File: config.mk
export PLATFORM = sky130hd
export DESIGN_NAME = io_timers
export DESIGN_NICKNAME = d
export VERILOG_FILES = /design/src/source/soc_pkg.sv /design/src/source/io_timers.sv
export SDC_FILE = /design/constraint.sdc
export NUM_CORES = 1
export LEC_CHECK = 0
export BUFFER_PORTS_ARGS = -buffer_cell sky130_fd_sc_hd__buf_4
export CAP_MARGIN = 20
export CORE_MARGIN = 3
export CORE_UTILIZATION = 55
export DETAILED_ROUTE_END_ITERATION = 10
export GPL_ROUTABILITY_DRIVEN = 0
export PLACE_DENSITY = 0.77
export SLEW_MARGIN = 20
export SYNTH_ARGS = -nofsm -noshare
export SYNTH_HDL_FRONTEND = slang
export SYNTH_SLANG_ARGS = --single-unit
File: constraint.sdc
create_clock -name clk_i -period 2.35 [get_ports clk_i]
set_clock_uncertainty 0.05 [all_clocks]
set_input_delay 0.235 -clock clk_i [delete_from_list [all_inputs] [get_ports clk_i]]
set_output_delay 0.235 -clock clk_i [all_outputs]
set_load 0.1 [all_outputs]
File: src/source/soc_pkg.sv
package soc_pkg;

  // master to slave half of a classic cycle
  typedef struct packed {
    logic        cyc;
    logic        stb;
    logic        we;
    logic [3:0]  sel;
    logic [31:0] adr;
    logic [31:0] dat;
  } wb_req_t;

  // slave to master half
  typedef struct packed {
    logic        ack;
    logic        err;
    logic [31:0] dat;
  } wb_rsp_t;

  // region map, address bits 31:28
  localparam logic [3:0] REGION_RAM = 4'h0;
  localparam logic [3:0] REGION_IO  = 4'h7;
  localparam logic [3:0] REGION_ROM = 4'hf;

  // memory sizes in 32-bit words
  localparam int RAM_WORDS = 1024;
  localparam int RAM_AW    = $clog2(RAM_WORDS);
  localparam int ROM_WORDS = 16;
  localparam int ROM_AW    = $clog2(ROM_WORDS);

  localparam int NUM_TIMERS = 4;

  // io register word offsets
  localparam int IO_AW = 3;
  localparam logic [IO_AW-1:0] IO_REG_CMP0   = 3'd0; // cmp0..cmp3 at 0..3
  localparam logic [IO_AW-1:0] IO_REG_CTRL   = 3'd4; // timer enables
  localparam logic [IO_AW-1:0] IO_REG_STATUS = 3'd5; // pending, write 1 to clear

  // exception codes seen by the cpu
  localparam logic [3:0] EXC_NONE   = 4'd0;
  localparam logic [3:0] EXC_TIMER0 = 4'd2;
  localparam logic [3:0] EXC_TIMER1 = 4'd3;
  localparam logic [3:0] EXC_TIMER2 = 4'd4;
  localparam logic [3:0] EXC_TIMER3 = 4'd5;
  localparam logic [3:0] EXC_MMU    = 4'd6;

endpackage

File: src/source/io_timers.sv
`timescale 1ns/10ps

module io_timers (
  input  logic                           clk_i,
  input  logic                           rst_n_i,
  input  soc_pkg::wb_req_t               bus_req_i,
  output soc_pkg::wb_rsp_t               bus_rsp_o,
  output logic [soc_pkg::NUM_TIMERS-1:0] irq_o
);

  logic [31:0]                   cmp_q [soc_pkg::NUM_TIMERS];
  logic [31:0]                   cnt_q [soc_pkg::NUM_TIMERS];
  logic [soc_pkg::NUM_TIMERS-1:0] en_q;
  logic [soc_pkg::NUM_TIMERS-1:0] pend_q;
  logic [soc_pkg::NUM_TIMERS-1:0] match;
  logic [soc_pkg::NUM_TIMERS-1:0] clr;
  logic [soc_pkg::IO_AW-1:0]      offset;
  logic                          is_cmp;
  logic                          strobe;
  logic                          wr_en;
  logic                          ack_q;
  logic [31:0]                   rd_mux;
  logic [31:0]                   rd_q;

  assign offset = bus_req_i.adr[soc_pkg::IO_AW+1:2];
  assign is_cmp = (offset[2] == soc_pkg::IO_REG_CMP0[2]); // offsets 0..3
  assign strobe = bus_req_i.cyc & bus_req_i.stb & ~ack_q;
  assign wr_en  = strobe & bus_req_i.we;
  assign clr    = (wr_en && offset == soc_pkg::IO_REG_STATUS) ?
                  bus_req_i.dat[soc_pkg::NUM_TIMERS-1:0] : '0;

  always_comb
  begin
    for (int i = 0; i < soc_pkg::NUM_TIMERS; i++)
      match[i] = en_q[i] && (cnt_q[i] == cmp_q[i]);
  end

  always_ff @(posedge clk_i or negedge rst_n_i)
  begin
    if (!rst_n_i)
    begin
      for (int i = 0; i < soc_pkg::NUM_TIMERS; i++)
      begin
        cmp_q[i] <= '0;
        cnt_q[i] <= '0;
      end
      en_q   <= '0;
      pend_q <= '0;
      ack_q  <= 1'b0;
    end
    else
    begin
      ack_q  <= strobe;
      pend_q <= (pend_q & ~clr) | match; // match beats a clear
      for (int i = 0; i < soc_pkg::NUM_TIMERS; i++)
      begin
        if (!en_q[i] || match[i])
          cnt_q[i] <= '0;
        else
          cnt_q[i] <= cnt_q[i] + 32'd1;
      end
      if (wr_en && is_cmp)
        cmp_q[offset[1:0]] <= bus_req_i.dat;
      if (wr_en && offset == soc_pkg::IO_REG_CTRL)
        en_q <= bus_req_i.dat[soc_pkg::NUM_TIMERS-1:0];
    end
  end

  always_comb
  begin
    rd_mux = '0;
    if (is_cmp)
      rd_mux = cmp_q[offset[1:0]];
    else if (offset == soc_pkg::IO_REG_CTRL)
      rd_mux[soc_pkg::NUM_TIMERS-1:0] = en_q;
    else if (offset == soc_pkg::IO_REG_STATUS)
      rd_mux[soc_pkg::NUM_TIMERS-1:0] = pend_q;
  end

  always_ff @(posedge clk_i)
  begin
    if (strobe)
      rd_q <= rd_mux;
  end

  assign bus_rsp_o = '{ack: ack_q, err: 1'b0, dat: rd_q};
  assign irq_o     = pend_q;

endmodule

[After elaboration in Yosys (flattened, before gate mapping)]
Index checks and enable logic that the tools add are counted.
Storage, ports and cells
  memory bits (read-only): 0
  bits in writable memories: 0
  bits of input ports: 73
  latch bits: 0
  flip-flop bits (word level): 297
  logic and storage cells: 64
  memories kept: 0
  output and inout bits: 38
Cells by class
  multiplexer cells: 14
  bitwise gates (word level): 9
  eq/ne operators: 6
  $add $sub $neg: 4
  $mul: 0
  magnitude comparators: 2
  shifts and indexed selects: 0
  reduce and logical (&&, ||, !) cells: 16
  divide/modulo/power cells: 0
Operators with widths (number)
  two-way mux 32 bit: 7
  adder 32 x 1 -> 32 bit (second input constant): 4
  bitwise mux 128 bit: 1
  equality test 32 bit: 4
  binary-select mux 32 bit (select 2 bit): 1
  demux 32 bit (select 2 bit): 1
  two-way mux 4 bit: 4
  logical AND 1 bit: 8
  equality test 3 bit (second input constant): 2
  AND 4 bit: 1
  logical NOT 1 bit: 4
  logical OR 1 bit: 4
  inverter 4 bit: 1
  OR 4 bit: 1
  AND 1 bit: 3
  greater-or-equal comparator 3 bit (second input constant): 1
  < comparator 3 x 1 -> 1 bit (second input constant): 1
  inverter 2 -> 3 bit: 1
  inverter 1 bit: 2

[Logic depth before layout (Yosys ltp)]
  depth after elaboration: 8
  gate-level depth with buffers: 7
  mapped depth without buffers: 6

[Worst setup path before layout]
Ideal clock, no wire load.
  path kind: reg2reg
  from: reg ack_q
  to: reg rd_q[0] (enable)
  arrival time: 1.769 ns
  stages on the path, launching flop included: 2
  slack: 0.108 ns
  buffers on the path: 0
  data required time: 1.877 ns
  period minus slack after synthesis: 2.242 ns
  setup time: 0.423 ns
  cells stage by stage: dfrtp_1 > nor2_1
Between the ends
  longest elaborated chain between the ends: 2
RTL lines
  from (decl): RTL line io_timers.sv:21  | logic ack_q;
  from (signal assigned): RTL line io_timers.sv:53  | ack_q <= strobe;
  inverter 1 bit: RTL line io_timers.sv:27  | assign strobe = bus_req_i.cyc & bus_req_i.stb & ~ack_q;
  AND 1 bit: RTL line io_timers.sv:27
  via strobe: RTL line io_timers.sv:19  | logic strobe;
  to (signal assigned): RTL line io_timers.sv:83  | rd_q <= rd_mux;
  to (decl): RTL line io_timers.sv:23  | logic [31:0] rd_q;
The timed path passes the listed nets, and every way through them passes these cells.
A chain may end at the register's enable or synchronous reset.

[Final worst setup path]
  from: reg cnt_q[35] (netlist name)
  to: reg cnt_q[50] (netlist name)
Between the ends
  longest elaborated chain between the ends: 4
  elaborated cells on any way between the ends: 5
  those cells by class: add/sub (1); eq/ne (1); mux (1); reduce/logical (2)
RTL lines
  from (decl): RTL line io_timers.sv:12  | logic [31:0] cnt_q [soc_pkg::NUM_TIMERS];
  from (signal, indexed assignment): RTL line io_timers.sv:60  | cnt_q[i] <= cnt_q[i] + 32'd1;
  branches (longest 3 deep; another with adder 32 x 1 -> 32 bit)
  two-way mux 32 bit (*): RTL line io_timers.sv:57  | if (!en_q[i] || match[i])
Mark *: on every way between the ends.

==> run summary <==
RSZ-0062 raised after global routing: false
final instance count without filler cells: 1694
ys async rst share: 89.23%
cells after synthesis: 1209
initial antenna violation count: 0
fin nets: 1413
critical path data arrival time: 2.54 ns
crit start category: flip-flop
global-route wire length before repair: 59.41 mm
Pleak: 7.992 nW
post-route minimum period: 2.105 ns
post-layout util: 65.96%
Max Fclk: 475.0 MHz
final worst-path cycle share: 89.59%
Synth top area share: 45.28%
CP Data Required Time: 2.79 ns
final-report hold violation count: 0
Post-synth EDFFs: 32
Final Cell Area: 17240 um2
count leader, synth: dfrtp_1
# fillers: 1920
CTS tree: yes
drt total wl: 38.38 mm
Slew Viols, Final: 0
vias in the first global route: 10.11k
Clock transition at path regs: 0.06 ns
worst setup margin: 0.2446 ns
Starting Density: 56.04%
Worst R2R End: cnt_q[50]
placed instance area: 15850 um2
PwrDens: 794.0 nW/um2
critical register-to-register path startpoint: cnt_q[35]
Via density: 5.966
syn_area_per_cell: 12.11 um2
critical path class: flip-flop to flip-flop
via count: 10.11k
hold wc startpoint: bus_req_i[36]
Hold Path Depth: 2
Die X: 169.2 um
Total GRT Usage: 27.04%
CP Capture Type: flip-flop
IO Count: 111
Synth-to-Final Area Change: 17.71%
grt ovf: 0
Netlist Area Pre-Place: 14640 um2
Max Root-Sink Buffers: 3
clock latency on the worst-skew pair: 0.56 ns
dpl ws: 0.2703 ns
setup total negative slack: 0 ns
path type of the worst min-delay path: primary input to flip-flop
post-synthesis register bit count: 297
CTS Root Buffer Type: clkbuf_16
layout cells sized above 1: 25.46%
DRC errors left: 0
synth warn: 0
WL per Instance: 22.65 um
Die ar.: 28620 um2
main area contributors after synthesis: dfrtp_1 (45%), xor2_1 (13%), mux2_2 (10%), edfxtp_1 (6.6%), mux4_2 (4.9%)
MaxCap Viol Count: 0
largest net degree at the start of global routing: 76
Slew @ Worst Pin: 0.6115 ns
Post-synth top cells: dfrtp_1 (265), xor2_1 (213), nor2_1 (144)
Worst R2R Setup Slack: 0.24 ns
VDD IR-drop max: 626.9 uV
CTS buffer count: 31
total chip power: 13.69 mW
DR iter-0 viols: 912
Die Height: 169.2 um
Post-synth top flop: dfrtp_1
PostCTS Resize Cnt: 0
sequential area share after synthesis: 51.85%
# rows: 59
minimum hold slack: 0.1187 ns
library cells used by synthesis: 43
Sink Count: 297
Synth area leader: dfrtp_1
Inst Count DP: 1605
drt first pass iters: 5
syn nets: 1286
worst-path maximum fanout: 8
port bufs: 76
Slew headroom: 58.93%
DRT antenna net count: 0
hpwl dp: 27.49 mm
run status: completed
Setup-failing EPs final: 0
hold path endpoint: rd_q[31]
CTS H-Tree Depth: 1
Register-to-Register Path Depth: 5
core area: 26130 um2
Antenna diodes: 0
==> cell families after synthesis <==
| kind of cell | share of synthesized area (%) |
|---|---|
| buf+inv | 1.914 |
| other cells | 0.02561 |
| xor+xnor | 14.59 |
| fa+ha+maj | 0.3418 |
| compound gates | 0.8886 |
| flops | 51.85 |
| simple gates | 15.05 |
| mux | 15.35 |
==> layout by cell type (no fill, tap or decap), drive strengths merged, types with 6 or more instances in the layout <==
| cell type | count |
|---|---|
| nor2 | 144 |
| nand3 | 50 |
| nor2b | 28 |
| xnor2 | 31 |
| dlygate4sd3 | 33 |
| inv | 17 |
| and4 | 11 |
| and3 | 14 |
| nand4 | 50 |
| buf | 109 |
| clkbuf | 43 |
| dfrtp | 265 |
| xor2 | 213 |
| edfxtp | 32 |
| nor3 | 13 |
| mux4 | 32 |
| mux2 | 132 |
| o21ai | 6 |
| nand2 | 44 |
| nor4 | 44 |
| clkinv | 8 |
==> routing by layer <==
| layer | track usage (%) | wire length, um | vias to the layer above | part of all wire [%] |
|---|---|---|---|---|
| met2 | 44.14 | 18520 | 353 | 48 |
| met5 | 0 | 0 | - | 0 |
| li1 | - | - | 4496 | - |
| met3 | 5.404 | 2748 | 61 | 7.2 |
| met1 | 37.56 | 16070 | 5197 | 42 |
| met4 | 7.255 | 1034 | 0 | 2.7 |
==> worst max-delay path by stage <==
stage | from | end | slack (ns) | depth (start not counted)
global placement | cnt_q[35] | cnt_q[63] | 0.32 | 6
global route | cnt_q[35] | cnt_q[58] | 0.15 | 5
finish | cnt_q[35] | cnt_q[50] | 0.24 | 5
floorplan | ack_q | rd_q[0] | 0.11 | 1
detailed placement | cnt_q[35] | cnt_q[50] | 0.27 | 5
CTS | cnt_q[35] | cnt_q[50] | 0.27 | 5
==> critical path, cell delays in order (launching register included) <==
cell and delay [ns]:
dfrtp_1 0.47, nand4_1 0.35, nor4_4 0.68, nand4_1 0.20, xor2_1 0.18, nor2_1 0.11
==> layout make-up <==
class	count	area (um2)	share of cell area, %
sequential	297	7592	44.04
inverter	16	60.06	0.3484
tap	335	419.2	2.432
clock buffer	43	903.4	5.241
timing repair buffer	142	1281	7.433
clock inverter	13	150.1	0.8710
multi-input combinational	848	6832	39.63
==> flip-flops by register name, summed over array words and instances (netlist names) <==
name / count
ack_q: 1
rd_q: 32
en_q: 4
irq_o: 4
cmp_q: 128
cnt_q: 128
==> power breakdown <==
group	internal, mW	switching (mW)
Combinational	1.02	1.21
Clock	3.00	2.02
Sequential	5.70	0.734
==> timing repair <==
item / in CTS / in global routing
setup buffers: 0 / 0
hold buffers: 33 / 0
hold endpoints to repair: 241 / 0
Note: power is estimated with default switching activity, not from simulation.
