===== config.mk =====
export PLATFORM = sky130hd
export DESIGN_NAME = wb_mmu
export DESIGN_NICKNAME = d
export VERILOG_FILES = /design/src/source/soc_pkg.sv /design/src/source/wb_mmu.sv
export SDC_FILE = /design/constraint.sdc
export NUM_CORES = 1
export LEC_CHECK = 0
export CAP_MARGIN = 20
export CORE_AREA = 2 2 163 165
export CTS_CLUSTER_SIZE = 20
export DETAILED_ROUTE_END_ITERATION = 12
export DIE_AREA = 0 0 165 167
export DONT_BUFFER_PORTS = 1
export MAX_ROUTING_LAYER = met4
export REMOVE_ABC_BUFFERS = 1
export SLEW_MARGIN = 20
export SYNTH_ARGS = -nofsm -noshare
export SYNTH_HDL_FRONTEND = slang
export SYNTH_SLANG_ARGS = --single-unit

===== constraint.sdc =====
create_clock -name clk_i -period 1.75 [get_ports clk_i]
set_input_delay 0.2625 -clock clk_i [delete_from_list [all_inputs] [get_ports clk_i]]
set_output_delay 0.2625 -clock clk_i [all_outputs]
set_load 0.02 [all_outputs]

===== src/source/soc_pkg.sv =====
package soc_pkg;

  // master to slave half of a classic cycle
  typedef struct packed {
    logic        cyc;
    logic        stb;
    logic        we;
    logic [3:0]  sel;
    logic [31:0] adr;
    logic [31:0] dat;
  } wb_req_t;

  // slave to master half
  typedef struct packed {
    logic        ack;
    logic        err;
    logic [31:0] dat;
  } wb_rsp_t;

  // region map, address bits 31:28
  localparam logic [3:0] REGION_RAM = 4'h0;
  localparam logic [3:0] REGION_IO  = 4'h7;
  localparam logic [3:0] REGION_ROM = 4'hf;

  // memory sizes in 32-bit words
  localparam int RAM_WORDS = 1024;
  localparam int RAM_AW    = $clog2(RAM_WORDS);
  localparam int ROM_WORDS = 16;
  localparam int ROM_AW    = $clog2(ROM_WORDS);

  localparam int NUM_TIMERS = 4;

  // io register word offsets
  localparam int IO_AW = 3;
  localparam logic [IO_AW-1:0] IO_REG_CMP0   = 3'd0; // cmp0..cmp3 at 0..3
  localparam logic [IO_AW-1:0] IO_REG_CTRL   = 3'd4; // timer enables
  localparam logic [IO_AW-1:0] IO_REG_STATUS = 3'd5; // pending, write 1 to clear

  // exception codes seen by the cpu
  localparam logic [3:0] EXC_NONE   = 4'd0;
  localparam logic [3:0] EXC_TIMER0 = 4'd2;
  localparam logic [3:0] EXC_TIMER1 = 4'd3;
  localparam logic [3:0] EXC_TIMER2 = 4'd4;
  localparam logic [3:0] EXC_TIMER3 = 4'd5;
  localparam logic [3:0] EXC_MMU    = 4'd6;

endpackage


===== src/source/wb_mmu.sv =====
`timescale 1ns/10ps

module wb_mmu (
  input  logic             clk_i,
  input  logic             rst_n_i,
  input  soc_pkg::wb_req_t cpu_req_i,
  output soc_pkg::wb_rsp_t cpu_rsp_o,
  input  logic             supervisor_i,
  output soc_pkg::wb_req_t ram_req_o,
  input  soc_pkg::wb_rsp_t ram_rsp_i,
  output soc_pkg::wb_req_t rom_req_o,
  input  soc_pkg::wb_rsp_t rom_rsp_i,
  output soc_pkg::wb_req_t io_req_o,
  input  soc_pkg::wb_rsp_t io_rsp_i,
  output logic             fault_o
);

  logic [3:0]  region;
  logic [25:0] word_idx;
  logic        req_valid;
  logic        ram_ok;
  logic        rom_ok;
  logic        io_ok;
  logic        refuse;
  logic        err_q;

  assign region    = cpu_req_i.adr[31:28];
  assign word_idx  = cpu_req_i.adr[27:2];
  assign req_valid = cpu_req_i.cyc & cpu_req_i.stb;

  // legal targets, anything else is refused
  assign ram_ok = (region == soc_pkg::REGION_RAM) && (word_idx < soc_pkg::RAM_WORDS);
  assign rom_ok = (region == soc_pkg::REGION_ROM) && !cpu_req_i.we &&
                  (word_idx < soc_pkg::ROM_WORDS);
  assign io_ok  = (region == soc_pkg::REGION_IO) && supervisor_i;
  assign refuse = req_valid & ~(ram_ok | rom_ok | io_ok);

  always_comb
  begin
    ram_req_o     = cpu_req_i;
    rom_req_o     = cpu_req_i;
    io_req_o      = cpu_req_i;
    ram_req_o.cyc = cpu_req_i.cyc & ram_ok;
    ram_req_o.stb = cpu_req_i.stb & ram_ok;
    rom_req_o.cyc = cpu_req_i.cyc & rom_ok;
    rom_req_o.stb = cpu_req_i.stb & rom_ok;
    io_req_o.cyc  = cpu_req_i.cyc & io_ok;
    io_req_o.stb  = cpu_req_i.stb & io_ok;
  end

  // own error answer, one cycle per strobe like a slave ack
  always_ff @(posedge clk_i or negedge rst_n_i)
  begin
    if (!rst_n_i)
      err_q <= 1'b0;
    else
      err_q <= refuse & ~err_q;
  end

  // request is held through ack, so the decode still selects the source
  always_comb
  begin
    cpu_rsp_o = '0;
    if (err_q)
      cpu_rsp_o.err = 1'b1;
    else if (ram_ok)
      cpu_rsp_o = ram_rsp_i;
    else if (rom_ok)
      cpu_rsp_o = rom_rsp_i;
    else if (io_ok)
      cpu_rsp_o = io_rsp_i;
  end

  assign fault_o = err_q; // one cycle fault pulse

  a_one_slave: assert property (
    @(posedge clk_i) disable iff (!rst_n_i)
      $onehot0({ram_req_o.stb, rom_req_o.stb, io_req_o.stb}));

  // a refused cycle never reaches a slave, so no slave may answer with it
  a_err_alone: assert property (
    @(posedge clk_i) disable iff (!rst_n_i)
      err_q |-> !(ram_rsp_i.ack | rom_rsp_i.ack | io_rsp_i.ack));

endmodule


-- Word-level counts from Yosys, hierarchy flattened
Cells that the tools add are included.
- register bits: 1
- output and inout port bits: 248
- logic and storage cells: 30
- order comparisons: 2
- eq/ne operators: 2
- mux-type cells: 6
- bitwise gates (word level): 13
- reductions and logical operators: 6
- operators with widths (cell ; count):
    $mux 34 ; 3
    $mux 32 ; 1
    $lt 26x11->1 const B ; 1
    $lt 26x5->1 const B ; 1
    $and 1x1->1 ; 9
    $eq 4x3->1 const B ; 1
    $eq 4x4->1 const B ; 1
    $logic_and 1x1->1 ; 4
    $logic_not 4->1 ; 1
    $mux 1 ; 2
    $not 1->1 ; 2
    $or 1x1->1 ; 2
    $logic_not 1->1 ; 1

-- Depth between registers and ports, before layout
Gate-level depths: netlist of the first run.
- word-level depth: 8
- depth in mapped cells: 7

-- Worst setup path after synthesis of the first run
OpenSTA, ideal clock, no wires.
- path kind: input -> output
- start: input cpu_req_i[42] (netlist bit)
- end: output cpu_rsp_o[3] (netlist bit)
- arrival time: 1.939 ns
- data required time: 1.487 ns
- setup slack: -0.451 ns
- stages: 5
- path buffers: 1
- cell sequence: or4_4 -> nor3_4 -> buf_6 -> a32oi_1 -> a211oi_1
- RTL lines (what ; line ; RTL):
    start: declaration ; wb_mmu.sv:6 ; input soc_pkg::wb_req_t cpu_req_i,
    end: declaration ; wb_mmu.sv:7 ; output soc_pkg::wb_rsp_t cpu_rsp_o,

==> run metrics, run 1 <==
skew final 0 ps; Core ar. 25800 um^2; DIE AREA 27600 um^2; largest net degree at the start of global routing 26; post-synthesis sequential area ratio 0.00958; Max Freq 0.471 GHz; layout cell share with drive strength beyond 1 0.447; Final #Nets 386; Worst setup SP type primary input; CP Max Fanout 9; Slew @ Worst Pin 414 ps; final worst slack -374 ps; Cell Area, Synth 2610 um^2; Max Transition Viols Final 0; I/O pins 424; Die Ht 167 um; Place WS -419 ps; post-route ant nets 0; total number of vias 2193; fin util 0.0863; DP Area 1920 um^2; setup TNS -10140 ps; Synth Area in Adders 0; Final Setup Violations 36; number of global-route vias before repair 2110; total gr overflow 0; hold slack 389 ps; die width 165 um; HP Class in -> reg; Slew HR 0.722; Pwr per Cell Area 65.5 nW/um^2; met3 GRT Util 0.135; initial antenna violation count 6; global route hottest layer met2; synthesis-to-finish area growth -14.9%; Tot GR Track Use 0.144; Final min period 2120 ps; first-pass GRT wire length 24500 um; max_cap viols 0; design area 2220 um^2; post-synthesis compound-gate area fraction 0.177; CP endpoint kind output pin; max reg flops 1; Worst Path Required 1490 ps; number of vias per cell 3.99; final period utilization 1.21; Avg Cell Area, Syn 7.04 um^2; first-pass iteration count of the detailed router 4; GPL Wtd Cong 0.867; Fin. Hold Viols 0; Clk Latency, worst-skew pair 0 ps; largest family of logic cells by synthesized area buffers and inverters; count of input and output buffers 0; starting DRC count in detailed routing 143; dpl hpwl 18200 um; GR Layer Usage met2 0.222; Rows 59; mux contribution to synthesized area 0; # DRC 0; effective utilization at floorplan 0.101; CP arrival 1860 ps; XOR/XNOR Fraction of Synth Area 0; RSZ-0062 raised after global routing true; Leakage 0.609 nW; wire per inst 38.1 um; simple-gate portion of the synthesized area 0.174; Mapped Cells 371; Setup CP Type in -> out; hold depth 2; failing checks negative setup slack; met1 Use GR 0.137; Max IR drop VDD 0.000176 V; status finished with violations; final wirelength 20900 um; Clk pin slew, worst setup/hold paths 0 ps; fill count 2981; unique cell type count in the Yosys netlist 27; Syn. warnings 0; #FFs+latches synth 1; FF-to-FF path depth 2
## through the flow
stage                      power, W  std cells
after floorplan           0.0000792        140
after global placement     0.000133        535
after detailed placement   0.000134        535
after CTS                  0.000145        542
after global routing       0.000154        549
final                      0.000146        550
## repair_timing
item	in CTS	in global routing
hold buffers	1	0
buffers inserted	4	1
pin swaps	10	17
resized for setup	31	9
cloned	2	0
endpoints found under the setup margin	39	36
hold endpoints to repair	1	0
## routing by layer
layer / share of wire / wire, um / vias to the layer above
li1: - / - / 799
met1: 0.34 / 7090 / 1001
met2: 0.43 / 9070 / 376
met3: 0.21 / 4480 / 17
met4: 0.014 / 292 / 0
met5: 0 / 0 / -
## cell usage in the layout (no fill, tap or decap), drive strengths merged
master       synthesis  final
dlygate4sd3          0      1
nor3b                1      1
and2                 2      2
buf                213     67
nand2               11     11
a32oi               24     24
a211oi              24     24
or4b                 2      2
o21ai                1      1
a31oi               10     10
a21oi                1      1
nor4b                1      1
and3                 4      4
nand4                2      2
nand3               19     19
and4                 1      1
nor4                 6      6
diode                0      7
dfrtp                1      1
nor3                27     27
or4                  3      3
## area by class of cell
type / instances / area, um^2 / share of cell area
flip-flops and latches: 1 / 26.3 / 0.0118
well taps: 335 / 419 / 0.189
multi-input cells: 139 / 1090 / 0.491
diodes: 7 / 17.5 / 0.00788
repair buffers: 68 / 668 / 0.301
## cells by family after synthesis
| logic type | count (synthesis) |
|---|---|
| AOI/OAI and AO/OA | 60 |
| buffers and inverters | 231 |
| DFF | 1 |
| and+or+nand+nor | 79 |
## final timing paths
| check | start | endpoint | slack, ps |
|---|---|---|---|
| worst max-delay path | cpu_req_i[42] | cpu_rsp_o[21] | -370 |
| max in group asynchronous | rst_n_i | fault_o | 1130 |
| min in group asynchronous | rst_n_i | fault_o | 490 |
| worst min-delay path | cpu_req_i[70] | fault_o | 390 |
| worst min register to register | fault_o | fault_o | 730 |
| worst max register to register | fault_o | fault_o | 710 |
## report_power, final
group	total (W)	switching, W	internal (W)	leakage [nW]
clock	0.000000000474	0	0.000000000473	0.0000425
sequential	0.0000271	0.00000193	0.0000251	0.0117
combinational	0.000119	0.0000676	0.0000509	0.597
## cells in the mapped netlist (all sizes together)
master	count	area [um^2]
a211oi	24	180
a21oi	1	5.00
a31oi	10	62.6
a32oi	24	210
and2	2	12.5
and3	4	25.0
and4	1	8.76
buf	213	1600
clkbuf	18	68.8
dfrtp	1	25.0
nand2	11	41.3
nand3	19	100
nand4	2	12.5
nor3	27	146
nor3b	1	12.5
nor4	6	37.5
nor4b	1	8.76
o21ai	1	5.00
or4	3	26.3
or4b	2	23.8
## critical path, cell delays in order
cell and delay (ps):
or4_4 540, nor3_4 210, buf_12 170, buf_4 120
a32oi_1 100, a211oi_1 260, buf_4 180
Note: power is estimated with default switching activity, not from simulation.
==> inputs of run 2 (changes only) <==
Settings changed: ABC_AREA from default to 1, CORE_AREA 2 2 163 165 to 2 2 164 166, DIE_AREA 0 0 165 167 to 0 0 166 168, PLACE_DENSITY from default to 0.3.
==> run metrics, run 2 <==
skew final 0 ps (unchanged); unique cell type count in the Yosys netlist 22 (-19%); met3 GRT Util 0.219 (+0.0836); Gate power share 0.856 (+0.042); synth cell count leaders 210 x buf_4, 112 x nand2_1, 56 x nor2_1; number of global-route vias before repair 2302 (+9.1%); Worst Path Required 1490 ps (about the same); die width 166 um (+0.61%); total number of vias 2480 (+13%); synthesis-to-finish area growth -20.1%; final wirelength 25200 um (+20%); Mapped Cells 518 (+40%); count of input and output buffers 0 (unchanged); Cell Area, Synth 2980 um^2 (+14%); Max IR drop VDD 0.0000539 V (-69%); DP Area 2110 um^2 (+10%); Max Transition Viols Final 0 (unchanged); switching portion of total power 0.531 (+0.0535); top cell type's share of synthesized area 0.529 (-0.0688); Tot GR Track Use 0.175 (+0.0311); post-synthesis async set-or-reset flop share 1.00 (unchanged); met1 Use GR 0.145 (+0.00778); R2R setup slack 630 ps (-80 ps); Avg Cell Area, Syn 5.75 um^2 (-18%); register area 25.0 um^2 (-4.8%); Leakage 1.04 nW (+71%); Post-Layout Cell Count 689 (+25%); Rows 60 (+1.7%); fill count 3136 (+5.2%); NetSw 0.0000968 W (+39%); RSZ-0062 raised after global routing true; # DRC 0 (unchanged); register share of total power 0.144 (-0.042); Clk Latency, worst-skew pair 0 ps (unchanged); Final min period 1680 ps (-444 ps); CP Max Fanout 5 (-4); starting DRC count in detailed routing 83 (-42%); design area 2380 um^2 (+7.1%); Final #Nets 519 (+34%); multi-input logic area 1250 um^2 (+15%); I/O pins 424 (unchanged); Die Ht 168 um (+0.60%); most common cell after layout, fill and taps aside nand2_1; initial antenna violation count 7 (+1); Post-synth top flop dfrtp_1; Worst setup SP type primary input; Placed Cells 675 (+26%); total power 0.000182 W (+25%); total gr overflow 0 (unchanged); DIE AREA 27900 um^2 (+1.2%); effective utilization at floorplan 0.113 (+0.0117); layout cell share with drive strength beyond 1 0.270 (-0.177); GR Layer Usage met2 0.260 (+0.0379); first-pass iteration count of the detailed router 4 (unchanged); Setup CP Type in -> out; status completed; final period utilization 0.959 (-0.254); Final Setup Violations 0 (-100%); Synth area leaders buf_4 53%, nand2_1 14%, nor2_1 7.1%, inv_1 5.5%, nand3_1 3.5%; final worst slack 71.0 ps (+444 ps); post-synth top area cell buf_4; most frequent cells in the layout 108 x nand2_1, 44 x nor2_1, 38 x inv_1, 33 x buf_4, 21 x nand3_1; CP endpoint kind output pin; post-synthesis sequential area ratio 0.00840 (-0.00118); post-route ant nets 0 (unchanged); Syn. warnings 0 (unchanged); Core ar. 26400 um^2 (+2.3%); EDFF count, synth 0 (unchanged); top-count cell post-synth buf_4; global route hottest layer met2; first-pass GRT wire length 30400 um (+25%); largest net degree at the start of global routing 28 (+7.7%); Max Freq 0.596 GHz (+26%); Pwr per Cell Area 76.6 nW/um^2 (+17%); Fin. Hold Viols 0 (unchanged); HP Class in -> async; Slew HR 0.833 (+0.111); Internal 0.0000854 W (+12%); wire per inst 36.6 um (-3.9%); max reg flops 1 (unchanged); Place WS -201 ps (+217 ps); #FFs+latches synth 1 (unchanged); CP arrival 1420 ps (-440 ps); dpl hpwl 23200 um (+27%); number of vias per cell 3.60 (-9.7%); clock share of power 0 (unchanged); Clk pin slew, worst setup/hold paths 0 ps (unchanged); max_cap viols 0 (unchanged); GPL Wtd Cong 0.773 (-11%); Slew @ Worst Pin 251 ps (-163 ps); hold slack 487 ps (+98.3 ps)
==> run 2: cell types whose count changed after synthesis, sizes merged, moves of 5 or more <==
cell / delta
nand2: +103
nor2: +59
inv: +46
a211oi: -24
a32oi: -24
nor3: -24
o21ai: +19
clkbuf: -15
a21oi: +13
a31oi: -10
buf: +9
nand4: +8
nor4: -5
==> run 2: stage by stage <==
stage | setup TNS (ps) | utilization
after global placement | -3520 | 0.0800
after detailed placement | -2250 | 0.0800
after global routing | -155 | 0.0903
after CTS | 0 | 0.0832
after floorplan | -14000 | -
final | 0 | 0.0903
==> run 2: cells by family after synthesis <==
group / share of synthesized area
buffers and inverters: 0.624
DFF: 0.00840
and+or+nand+nor: 0.311
AOI/OAI and AO/OA: 0.0571
==> run 2: power by group through the flow <==
stage | clock network (W) | registers (W) | logic [W]
finish | 0.000000000539 | 0.0000263 | 0.000156
global route | 0.000000000538 | 0.0000265 | 0.000175
CTS | 0 | 0.0000263 | 0.000148
detailed placement | 0 | 0.0000263 | 0.000142
global placement | 0 | 0.0000262 | 0.000141
floorplan | 0 | 0.0000336 | 0.0000748
==> run 2: timing repair <==
item                                   in CTS  in global routing
setup buffers                               5                  0
setup endpoints to repair                  33                 31
gates cloned                                0                  1
pin swaps                                   3                 11
hold buffers                                1                  0
resized for setup                          14                 51
endpoints found under the hold margin       1                  0
==> run 2: per-layer routing <==
layer  part of all wire  vias to the layer above
li1                   -                     1040
met1               0.30                     1073
met2               0.43                      356
met3               0.27                       11
met4             0.0065                        0
met5                  0                        -
==> run 2: critical path: stages <==
cell	delay, ps
nor2_2	80
nand2_1	90
nor2_4	150
buf_6	130
buf_4	130
nand4_1	170
a21oi_1	230
buf_4	170
==> run 2: worst paths after layout <==
kind	from	to	depth (start not counted)
worst max-delay path	cpu_req_i[47]	cpu_rsp_o[20]	8
worst min-delay path	rst_n_i	fault_o	1
worst max register to register	fault_o	fault_o	4
worst min register to register	fault_o	fault_o	4
max in group asynchronous	rst_n_i	fault_o	1
min in group clk_i	cpu_req_i[69]	fault_o	2
==> run 2: area by class of cell <==
| type | instances | share of cell area |
|---|---|---|
| Antenna cell | 7 | 0.00736 |
| Inverter | 46 | 0.0726 |
| Multi-Input combinational cell | 246 | 0.526 |
| Sequential cell | 1 | 0.0105 |
| Tap cell | 341 | 0.179 |
| Timing Repair Buffer | 48 | 0.204 |
==> inputs of run 3 (changes only) <==
Settings changed: GPL_TIMING_DRIVEN from default to 0.
==> run metrics, run 3 (same netlist as run 2, synthesis figures left out) <==
Clk Latency, worst-skew pair 0 ps (unchanged); CP endpoint kind output pin; total number of vias 2638 (+6.4%); post-route ant nets 0 (unchanged); effective utilization at floorplan 0.113 (unchanged); HP Class in -> async; final period utilization 1.01 (+0.0475); Final Setup Violations 1 (+1); starting DRC count in detailed routing 80 (-3.6%); Slew @ Worst Pin 398 ps (+148 ps); hold slack 493 ps (+5.88 ps); Critical path origin cpu_req_i[50]; Worst setup SP type primary input; number of global-route vias before repair 2492 (+8.3%); GPL Wtd Cong 0.761 (-1.6%); Setup CP Type in -> out; initial antenna violation count 8 (+1); Max Freq 0.567 GHz (-4.7%); Max IR drop VDD 0.0000577 V (+7.2%); # DRC 0 (unchanged); wire per inst 40.5 um (+11%); Max Transition Viols Final 0 (unchanged); Slew HR 0.734 (-0.0990); Placed Cells 636 (-5.8%); status finished with violations; Critical path destination cpu_rsp_o[17]; Rows 60 (unchanged); Die Ht 168 um (unchanged); failing checks negative setup slack; Place WS -1350 ps (-1140 ps); Post-Layout Cell Count 690 (+0.15%); total gr overflow 0 (unchanged); Pwr per Cell Area 71.9 nW/um^2 (-6.1%); first-pass GRT wire length 33100 um (+8.7%); Core ar. 26400 um^2 (unchanged); FF-to-FF path depth 4 (unchanged); first-pass iteration count of the detailed router 4 (unchanged); DIE AREA 27900 um^2 (unchanged); Final min period 1760 ps (+83.2 ps); number of vias per cell 3.82 (+6.2%); Leakage 1.06 nW (+1.2%); skew final 0 ps (unchanged); Fin. Hold Viols 0 (unchanged); Final #Nets 519 (unchanged); count of input and output buffers 0 (unchanged); worst r2r src fault_o; max reg flops 1 (unchanged); synthesis-to-finish area growth -4.37%; R2R setup slack 540 ps (-90 ps); layout cell share with drive strength beyond 1 0.472 (+0.202); RSZ-0062 raised after global routing true; max_cap viols 0 (unchanged); Worst Path Required 1490 ps (about the same); setup TNS -12.2 ps (-12.2 ps); Tot GR Track Use 0.192 (+0.0166); I/O pins 424 (unchanged); final worst slack -12.2 ps (-83.2 ps); die width 166 um (unchanged); CP Max Fanout 6 (+1); largest net degree at the start of global routing 22 (-21%); CP arrival 1500 ps (+80 ps); dpl hpwl 22300 um (-3.8%); reg2reg end fault_o; most common cell after layout, fill and taps aside nand2_1; Clk pin slew, worst setup/hold paths 0 ps (unchanged); most frequent cells in the layout 84 x nand2_1, 29 x nand2_2, 28 x nor2_1, 24 x inv_1, 22 x nor2_2; final wirelength 28000 um (+11%); fin util 0.108 (+0.0178)
==> run 3: metrics by stage <==
stage               area (um^2)  power, W
detailed placement         1770  0.000151
global placement           1720  0.000142
CTS                        2410  0.000179
global route               2850  0.000222
finish                     2850  0.000205
floorplan                  1290  0.000108
==> run 3: report_power, final <==
| group | switching [W] | leakage [nW] | internal [W] |
|---|---|---|---|
| clock network | 0 | 0.0000507 | 0.000000000620 |
| logic | 0.000112 | 1.04 | 0.0000630 |
| registers | 0.00000422 | 0.0117 | 0.0000251 |
| total | 0.000117 | 1.06 | 0.0000881 |
==> run 3: area by class of cell <==
class	count	area, um^2
Tap cell	341	427
Multi-Input combinational cell	254	1610
Timing Repair Buffer	40	579
Fill cell	3109	23500
Antenna cell	8	20.0
Sequential cell	1	26.3
Inverter	46	184
==> run 3: worst min path at each step <==
stage / cells past startpoint / endpoint / startpoint
3_3_place_gp: 0 / fault_o / rst_n_i
2_1_floorplan: 0 / fault_o / rst_n_i
4_1_cts: 1 / fault_o / rst_n_i
6_report: 1 / fault_o / rst_n_i
3_5_place_dp: 0 / fault_o / rst_n_i
5_1_grt: 1 / fault_o / rst_n_i
==> run 3: worst max-delay path, cell delays in order <==
cell and delay (ps):
nor2_4 80, nand2_2 70, nor2_4 130, buf_12 160
clkbuf_16 170, nand4_1 270, a21oi_4 330
==> run 3: repair_timing <==
item | 4_1_cts | 5_1_grt
resized for setup | 53 | 100
endpoints found under the hold margin | 1 | 0
cloned | 8 | 3
setup endpoints to repair | 41 | 38
hold buffers | 1 | 0
setup buffers | 27 | 7
pin swaps | 13 | 33
==> run 3: layer usage <==
| metal | vias up | global-route usage | part of all wire |
|---|---|---|---|
| met5 | - | - | 0 |
| met4 | 0 | 0.0586 | 0.039 |
| met3 | 22 | 0.208 | 0.23 |
| met2 | 363 | 0.265 | 0.40 |
| met1 | 1201 | 0.175 | 0.32 |
| li1 | 1052 | - | - |
